### src/hdl/frame_pkg.sv
/*
 * Timing, frame-buffer geometry and shared types for the display.
 * Modules import this in their bodies and use scoped names in port lists.
 */
package frame_pkg;

   ////////////////////////////////////////////////////////////
   // 800x600 video timing
   ////////////////////////////////////////////////////////////

   // horizontal, in pixel clocks
   localparam int h_active     = 800;
   localparam int h_sync_start = 840;
   localparam int h_sync_end   = 968;
   localparam int h_total      = 1056;

   // vertical, in lines
   localparam int v_active     = 600;
   localparam int v_sync_start = 601;
   localparam int v_sync_end   = 605;
   localparam int v_total      = 628;

   ////////////////////////////////////////////////////////////
   // frame-buffer geometry
   ////////////////////////////////////////////////////////////

   // four grey pixels per 36-bit word, pixel 0 in the low byte
   localparam int pixels_per_word = 4;
   localparam int words_per_line  = h_active / pixels_per_word;
   localparam int fb_words        = words_per_line * v_active;

   // hcount splits into a word phase and a group number
   localparam int phase_bits      = $clog2(pixels_per_word);
   localparam int groups_per_line = h_total / pixels_per_word;

   ////////////////////////////////////////////////////////////
   // types
   ////////////////////////////////////////////////////////////

   typedef logic [10:0] hcount_t;
   typedef logic [9:0]  vcount_t;
   typedef logic [18:0] mem_addr_t;
   // top 4 bits unused, always written as zero
   typedef logic [35:0] mem_word_t;
   typedef logic [7:0]  pixel_t;
   typedef logic [10:0] offset_t;
   typedef logic [8:0]  angle_t;

   localparam int group_bits = $bits(hcount_t) - phase_bits;

endpackage
### src/hdl/video_timing_if.sv
/*
 * Beam position, sync and blank from the timing generator to the
 * memory port arbiter.
 */
`timescale 1ns/1ps

interface video_timing_if;
   import frame_pkg::*;

   hcount_t hcount;
   vcount_t vcount;
   logic    hsync;
   logic    vsync;
   logic    blank;

   // timing generator side
   modport source (output hcount, vcount, hsync, vsync, blank);
   // consumer side
   modport sink (input hcount, vcount, hsync, vsync, blank);

endinterface

### src/hdl/frame_display_top.sv
/*
 * Frame-buffer display top level. Connects beam timing, the view-change
 * clear engine and the memory port arbiter to plain ports.
 */
`timescale 1ns/1ps

module frame_display_top (
   input  logic                 clk,
   input  logic                 rst_n,
   // view, any change clears the frame
   input  frame_pkg::offset_t   view_x,
   input  frame_pkg::offset_t   view_y,
   input  frame_pkg::angle_t    view_angle,
   // pixel writer
   input  logic                 wr_strobe,
   input  frame_pkg::mem_addr_t wr_addr,
   input  frame_pkg::mem_word_t wr_data,
   // external synchronous frame memory
   output frame_pkg::mem_addr_t mem_addr,
   output logic                 mem_we,
   output frame_pkg::mem_word_t mem_wdata,
   input  frame_pkg::mem_word_t mem_rdata,
   // display
   output frame_pkg::pixel_t    pixel,
   output logic                 hsync,
   output logic                 vsync,
   output logic                 blank,
   output logic                 clear_busy
);
   import frame_pkg::*;

   logic      clear_active;
   logic      clear_grant;
   mem_addr_t clear_addr;

   video_timing_if vt_if ();

   video_timing u_timing (
      .clk   (clk),
      .rst_n (rst_n),
      .vt    (vt_if.source)
   );

   view_clear u_clear (
      .clk          (clk),
      .rst_n        (rst_n),
      .view_x       (view_x),
      .view_y       (view_y),
      .view_angle   (view_angle),
      .clear_grant  (clear_grant),
      .clear_active (clear_active),
      .clear_addr   (clear_addr)
   );

   frame_port_arbiter u_arbiter (
      .clk          (clk),
      .rst_n        (rst_n),
      .vt           (vt_if.sink),
      .clear_active (clear_active),
      .clear_addr   (clear_addr),
      .clear_grant  (clear_grant),
      .wr_strobe    (wr_strobe),
      .wr_addr      (wr_addr),
      .wr_data      (wr_data),
      .mem_addr     (mem_addr),
      .mem_we       (mem_we),
      .mem_wdata    (mem_wdata),
      .mem_rdata    (mem_rdata),
      .pixel        (pixel),
      .hsync        (hsync),
      .vsync        (vsync),
      .blank        (blank)
   );

   assign clear_busy = clear_active;

endmodule

### src/hdl/frame_port_arbiter.sv
/*
 * Shares the single frame memory port by pixel phase between display
 * readout, the clear sweep and the pixel writer, then unpacks pixels.
 */
`timescale 1ns/1ps

module frame_port_arbiter (
   input  logic                 clk,
   input  logic                 rst_n,
   video_timing_if.sink         vt,
   input  logic                 clear_active,
   input  frame_pkg::mem_addr_t clear_addr,
   output logic                 clear_grant,
   input  logic                 wr_strobe,
   input  frame_pkg::mem_addr_t wr_addr,
   input  frame_pkg::mem_word_t wr_data,
   output frame_pkg::mem_addr_t mem_addr,
   output logic                 mem_we,
   output frame_pkg::mem_word_t mem_wdata,
   input  frame_pkg::mem_word_t mem_rdata,
   output frame_pkg::pixel_t    pixel,
   output logic                 hsync,
   output logic                 vsync,
   output logic                 blank
);
   import frame_pkg::*;

   logic [phase_bits-1:0] phase;
   logic [group_bits-1:0] group;
   logic [group_bits-1:0] pf_col;
   vcount_t               pf_line;
   mem_addr_t             pf_addr;
   logic                  wr_pending;
   mem_addr_t             hold_addr;
   mem_word_t             hold_data;
   logic                  wr_grant;
   logic [1:0]            rd_tag;
   mem_word_t             fetch_word;
   mem_word_t             disp_word;

   assign phase = vt.hcount[phase_bits-1:0];
   assign group = vt.hcount[$bits(hcount_t)-1:phase_bits];

   ////////////////////////////////////////////////////////////
   // prefetch address, one group ahead of the beam
   ////////////////////////////////////////////////////////////

   always_comb begin
      if (group == group_bits'(groups_per_line - 1)) begin
         // last group wraps to word 0 of the next line
         pf_col  = '0;
         pf_line = (vt.vcount == vcount_t'(v_total - 1)) ? '0 : vt.vcount + 1'b1;
      end else begin
         pf_col  = group + 1'b1;
         pf_line = vt.vcount;
      end
   end

   assign pf_addr = mem_addr_t'(pf_line) * mem_addr_t'(words_per_line) + mem_addr_t'(pf_col);

   ////////////////////////////////////////////////////////////
   // write holding register
   ////////////////////////////////////////////////////////////

   // a later strobe simply replaces an unwritten word
   always_ff @(posedge clk) begin
      if (wr_strobe) begin
         hold_addr <= wr_addr;
         hold_data <= {4'b0, wr_data[31:0]};
      end
   end

   always_ff @(posedge clk or negedge rst_n) begin
      if (!rst_n) begin
         wr_pending <= 1'b0;
      end else if (wr_strobe) begin
         wr_pending <= 1'b1;
      end else if (wr_grant) begin
         wr_pending <= 1'b0;
      end
   end

   ////////////////////////////////////////////////////////////
   // slot schedule
   ////////////////////////////////////////////////////////////

   // clear owns phase 2, plus phases 1 and 3 during blank
   assign clear_grant = clear_active && ((phase == phase_bits'(2)) || (vt.blank && phase[0]));
   // held write waits for a phase 2 with no clear running
   assign wr_grant = !clear_active && wr_pending && (phase == phase_bits'(2));

   always_comb begin
      mem_we   = clear_grant || wr_grant;
      mem_addr = pf_addr;
      if (clear_grant) begin
         mem_addr = clear_addr;
      end else if (wr_grant) begin
         mem_addr = hold_addr;
      end
   end

   // zero data for the whole sweep
   assign mem_wdata = clear_active ? '0 : hold_data;

   ////////////////////////////////////////////////////////////
   // readout and display outputs
   ////////////////////////////////////////////////////////////

   always_ff @(posedge clk or negedge rst_n) begin
      if (!rst_n) begin
         rd_tag     <= '0;
         fetch_word <= '0;
         disp_word  <= '0;
         pixel      <= '0;
         hsync      <= 1'b0;
         vsync      <= 1'b0;
         blank      <= 1'b1;
      end else begin
         // phase 0 read returns two cycles later
         rd_tag <= {rd_tag[0], (phase == '0)};
         if (rd_tag[1]) begin
            fetch_word <= mem_rdata;
         end
         // hand over at the group boundary
         if (phase == phase_bits'(pixels_per_word - 1)) begin
            disp_word <= fetch_word;
         end
         pixel <= vt.blank ? '0 : disp_word[8*phase +: 8];
         hsync <= vt.hsync;
         vsync <= vt.vsync;
         blank <= vt.blank;
      end
   end

endmodule

### src/hdl/view_clear.sv
/*
 * Clears the whole frame buffer when the view position or angle changes.
 * Sweeps word addresses in order, one per grant from the port arbiter.
 */
`timescale 1ns/1ps

module view_clear (
   input  logic                 clk,
   input  logic                 rst_n,
   input  frame_pkg::offset_t   view_x,
   input  frame_pkg::offset_t   view_y,
   input  frame_pkg::angle_t    view_angle,
   input  logic                 clear_grant,
   output logic                 clear_active,
   output frame_pkg::mem_addr_t clear_addr
);
   import frame_pkg::*;

   offset_t prev_x;
   offset_t prev_y;
   angle_t  prev_angle;
   logic    view_changed;
   logic    last_word;

   ////////////////////////////////////////////////////////////
   // change detect
   ////////////////////////////////////////////////////////////

   // previous view, follows the inputs through reset as well
   // so a view set during reset does not start a sweep
   always_ff @(posedge clk) begin
      prev_x     <= view_x;
      prev_y     <= view_y;
      prev_angle <= view_angle;
   end

   assign view_changed = (view_x != prev_x) || (view_y != prev_y) || (view_angle != prev_angle);

   ////////////////////////////////////////////////////////////
   // address sweep
   ////////////////////////////////////////////////////////////

   assign last_word = (clear_addr == mem_addr_t'(fb_words - 1));

   always_ff @(posedge clk or negedge rst_n) begin
      if (!rst_n) begin
         clear_active <= 1'b0;
         clear_addr   <= '0;
      end else if (view_changed) begin
         // a new change always restarts from word 0
         clear_active <= 1'b1;
         clear_addr   <= '0;
      end else if (clear_active && clear_grant) begin
         if (last_word) begin
            clear_active <= 1'b0;
            clear_addr   <= '0;
         end else begin
            clear_addr <= clear_addr + 1'b1;
         end
      end
   end

endmodule

### src/hdl/video_timing.sv
/*
 * Free-running 800x600 beam counters with sync and blank decode.
 * Drives the source side of video_timing_if.
 */
`timescale 1ns/1ps

module video_timing (
   input  logic           clk,
   input  logic           rst_n,
   video_timing_if.source vt
);
   import frame_pkg::*;

   hcount_t h_cnt;
   vcount_t v_cnt;
   logic    h_last;
   logic    v_last;

   ////////////////////////////////////////////////////////////
   // counters
   ////////////////////////////////////////////////////////////

   // end of line and end of frame
   assign h_last = (h_cnt == hcount_t'(h_total - 1));
   assign v_last = (v_cnt == vcount_t'(v_total - 1));

   always_ff @(posedge clk or negedge rst_n) begin
      if (!rst_n) begin
         h_cnt <= '0;
         v_cnt <= '0;
      end else begin
         if (h_last) begin
            h_cnt <= '0;
            // line advances only at the end of a line
            if (v_last) begin
               v_cnt <= '0;
            end else begin
               v_cnt <= v_cnt + 1'b1;
            end
         end else begin
            h_cnt <= h_cnt + 1'b1;
         end
      end
   end

   ////////////////////////////////////////////////////////////
   // sync and blank decode
   ////////////////////////////////////////////////////////////

   assign vt.hcount = h_cnt;
   assign vt.vcount = v_cnt;

   // positive sync pulses
   assign vt.hsync = (h_cnt >= hcount_t'(h_sync_start)) && (h_cnt < hcount_t'(h_sync_end));
   assign vt.vsync = (v_cnt >= vcount_t'(v_sync_start)) && (v_cnt < vcount_t'(v_sync_end));

   // blank anywhere outside the visible area
   assign vt.blank = (h_cnt >= hcount_t'(h_active)) || (v_cnt >= vcount_t'(v_active));

endmodule

### config.mk
export PLATFORM = sky130hd
export DESIGN_NAME = frame_display_top
export DESIGN_NICKNAME = d
export VERILOG_FILES = /design/src/hdl/frame_pkg.sv /design/src/hdl/video_timing_if.sv /design/src/hdl/frame_display_top.sv /design/src/hdl/frame_port_arbiter.sv /design/src/hdl/view_clear.sv /design/src/hdl/video_timing.sv
export SDC_FILE = /design/constraint.sdc
export NUM_CORES = 1
export LEC_CHECK = 0
export BUFFER_PORTS_ARGS = -buffer_cell sky130_fd_sc_hd__buf_2
export CAP_MARGIN = 20
export CORE_UTILIZATION = 40
export DETAILED_ROUTE_END_ITERATION = 7
export PLACE_DENSITY = 0.64
export SLEW_MARGIN = 5
export SYNTH_ARGS = -nofsm -noshare
export SYNTH_HDL_FRONTEND = slang
export SYNTH_SLANG_ARGS = --single-unit
### constraint.sdc
create_clock -name clk -period 10.93 [get_ports clk]
set_input_delay 1.6395 -clock clk [delete_from_list [all_inputs] [get_ports clk]]
set_output_delay 1.6395 -clock clk [all_outputs]
set_load 0.05 [all_outputs]
==> summary.md <==
| Metric | Value |
|---|---|
| Status | `complete, no violations` |
| Vias/cell | `roughly 5.1` |
| Yosys top cell by area | `dfrtp_1` |
| Kind of critical path | `register to primary output` |
| Filler cells | `around 2300` |
| Routed WL | `approximately 22 mm` |
| EDFF count, synth | `51` |
| HP Class | `register to register` |
| Worst-Skew Late Latency | `roughly 0.52 ns` |
| Post-synth ARST share | `59.2%` |
| Core area | `0.0245 sq mm` |
| Final slew viol count | `0` |
| Most used DFF post-synth | `dfrtp_1` |
| Layout cell share with drive strength beyond 1 | `between 20 and 30%` |
| YS warnings | `0` |
| CP Data Arrival Time | `approximately 6.4 ns` |
| CP Capture Type | `primary output` |
| Post-CTS sizing | `0` |
| Post-synth top area share | `29.4%` |
| Row cnt | `57` |
| Final hold viol count | `0` |
| CP most frequent cell | `ha_1` |
| Initial antenna violation count | `2` |
| Clk_skew | `0.0202 ns` |
| XOR/XNOR Fraction of Synth Area | `under 10%` |
| First-pass GRT wire length | `35.8 mm` |
| Clock transition at path regs | `approximately 0.060 ns` |
| Mean area per synthesized cell | `11.4 sq um` |
| Post-DP Area | `0.0112 sq mm` |
| Die Y | `~160 um` |
| Post-synthesis mux area share | `under 10%` |
| Placer Congestion | `roughly 0.87` |
| Largest cells by area after synthesis | `dfrtp_1 29%, edfxtp_1 15%, mux2_2 7.2%, ha_1 6.2%, dfxtp_1 6.2%` |
| DRT antenna net count | `0` |
| Mapped cell area | `between 0.01 and 0.015 sq mm` |
| DRC viols | `0` |
| CTS tree | `built` |
| Worst rel slew slack | `about 41%` |
| Slew @ Worst Pin | `0.879 ns` |
| DRT iter0 DRCs | `between 200 and 300` |
| Total track usage | `17.2%` |
| Ports | `193` |
| Pwr Total | `1.66 mW` |
| I/O Buffers | `180` |
| Cell variety after synth | `66` |
| FF-to-FF setup slack | `between 8 and 9 ns` |
| Worst vdd ir | `roughly 0.00014 V` |
| Clock tree buffer depth | `3` |
| Register bit total from synthesis | `between 200 and 250` |
| Max Clock Freq | `approximately 0.12 GHz` |
| RSZ-0062 raised after global routing | `no` |
| Finished Cell Area | `0.0120 sq mm` |
| Root Driver | `clkbuf_16` |
| Vias in the first global route | `7145` |
| Setup TNS | `0 ns` |
| Congestion Overflow GR | `0` |
| Post-CTS Hold Fix Bufs | `0` |
| Final nets | `around 1200` |
| Largest family of logic cells by synthesized area | `simple AND/OR/NAND/NOR gates` |
| Synth Area in Compound Gates | `8.90%` |
| Simple-Gate Fraction of Synth Area | `14.0%` |
| Vias after detailed routing | `approximately 7100` |
| Die area | `0.0257 sq mm` |
| Final setup vio count | `0` |
| Initial core utilization | `41.0%` |
| Mapped Cells | `just under 900` |
| Crit path max fanout | `8` |
| Master of the slowest instance on the critical path | `nor4_1` |
| Syn-to-layout area delta | `19.5%` |
| Worst hold slack | `between 0.3 and 0.4 ns` |
| Total CTS buffers | `23` |
| Largest stage delay, worst path | `about 0.70 ns` |
| Pwr dens | `between 100 and 150 mW/mm^2` |
| Largest net degree at the start of global routing | `between 60 and 70` |
| Commonest cells after routing, fill and taps aside | `179 x buf_2, 118 x dfrtp_1, 64 x mux2_2` |
| Num Clock Sinks | `201` |
| Final worst path period need | `8.03 ns` |
| Setup Fix Bufs, Post-CTS | `0` |
| Leakage | `about 5.5 nW` |
| H-tree depth | `1` |
| CP required | `roughly 9.3 ns` |
| WL per Instance | `between 15 and 20 um` |
| Setup crit start kind | `register` |
| Post-synthesis sequential area ratio | `51.1%` |
| Die Span X | `160 um` |
| Critical-path cell list | `ha_1 -> nand2_1 -> nor4_1 -> nor2_1 -> o21ai_0 -> o21ai_0 -> ha_1 -> ha_1 -> inv_1 -> fa_1 -> inv_1 -> ha_1 -> and3_1 -> a221oi_1 -> xnor2_1 -> o21ai_0 -> or2_0 -> or4_1 -> nand3_1 -> buf_2` |
| Final HPWL DP | `15.6 mm` |
| Post-Synth Adder-Cell Area | `under 10%` |
| Final period util | `about three quarters` |
| Drt first pass iters | `4` |
| Commonest non-fill, non-tap cell in the layout | `buf_2` |
| Max-cap violations | `0` |
-- through the flow --
| step | cells | worst slack [ns] | util, % |
|---|---|---|---|
| 2_1_floorplan | 883 | 3.79 | - |
| 3_3_place_gp | 1355 | 3.51 | 45.9 |
| 3_5_place_dp | 1355 | 3.45 | 45.9 |
| 4_1_cts | 1397 | 2.87 | 49.0 |
| 5_1_grt | 1397 | 2.45 | 49.0 |
| 6_report | 1398 | 2.90 | 49.0 |
-- path summary, 6_finish.rpt --
check,to,startpoint,cells after the start
worst min register to register,u_arbiter.rd_tag[1],u_arbiter.rd_tag[0],0
worst max-delay path,mem_addr[17],u_timing.vt.vcount[0],20
min in group asynchronous,u_arbiter.pixel[1],rst_n,1
max in group asynchronous,u_clear.clear_addr[14],rst_n,2
worst min-delay path,u_arbiter.rd_tag[1],u_arbiter.rd_tag[0],0
worst max register to register,u_clear.clear_addr[12],u_timing.vt.vcount[3],8
-- power by group --
part           switching, mW  internal, mW  leakage (nW)
clock                  0.310         0.459         0.384
sequential            0.0124         0.806          2.22
combinational         0.0366        0.0368          2.89
total                  0.359          1.30          5.50
-- state kept, by name, summed over array words and instances, names as in the netlist, 2 cells and up --
| signal | flops |
|---|---|
| u_arbiter.pixel | 8 |
| u_arbiter.rd_tag | 2 |
| u_clear.prev_angle | 9 |
| u_timing.vt.vcount | 10 |
| u_clear.prev_y | 11 |
| u_arbiter.disp_word | 32 |
| u_arbiter.fetch_word | 32 |
| u_arbiter.hold_data | 32 |
| u_clear.prev_x | 11 |
| u_timing.vt.hcount | 11 |
| u_arbiter.hold_addr | 19 |
| u_clear.clear_addr | 19 |
-- routing by layer --
metal	GRT usage, %	share of wire (%)	vias up
li1	-	-	3465
met1	21.3	44	3429
met2	29.9	48	153
met3	3.87	5.6	33
met4	4.81	2.3	2
met5	0	0.037	-
-- kinds of logic (layout without fill, tap and decap cells) --
group                      Yosys count  count (layout)
muxes                               76              76
and+or+nand+nor                    257             257
other                                1               5
xor gates and xnor gates            68              68
adders and majority gates           56              56
AOI/OAI and AO/OA                  145             145
buffers and inverters               76             266
DFF                                201             201
-- critical path: cells and delay by family, from the launching register on --
family                     cells  cell delay, ns
adders and majority gates      5            1.85
buffers and inverters          3            0.35
DFF                            1            0.47
AOI/OAI and AO/OA              4            0.93
xor gates and xnor gates       1            0.23
and+or+nand+nor                7            2.04
-- area by class of cell --
class	instances	area (sq um)	area share, %
inverter	37	139	1.16
clock buffer	30	632	5.27
tap	324	405	3.38
clock inverter	12	134	1.12
multi-input combinational	606	4590	38.3
timing repair buffer	187	956	7.97
antenna	1	2.50	0.0209
sequential	201	5130	42.8
-- Yosys cell counts (all sizes together) (2+ instances only) --
library cell  count
dfrtp           118
mux2             64
o21ai            63
nand2            52
edfxtp           51
ha               50
xnor2            46
nor2b            44
nor2             43
inv              37
dfxtp            31
a21oi            24
xor2             22
buf              20
clkbuf           19
nor3             19
nand3            17
a21o             16
and3             11
nand2b           11
nand4            11
nor4             10
mux4              8
and2              7
o31ai             7
or2               7
a31oi             6
fa                6
a22oi             5
nor3b             5
mux2i             4
o21a              4
or4               4
and4              3
nand4b            3
o22ai             3
or3               3
nand3b            2
nor4bb            2
o21bai            2
o2bb2ai           2
o311ai            2
o41ai             2
No activity file was read; power rests on OpenSTA's default activity.
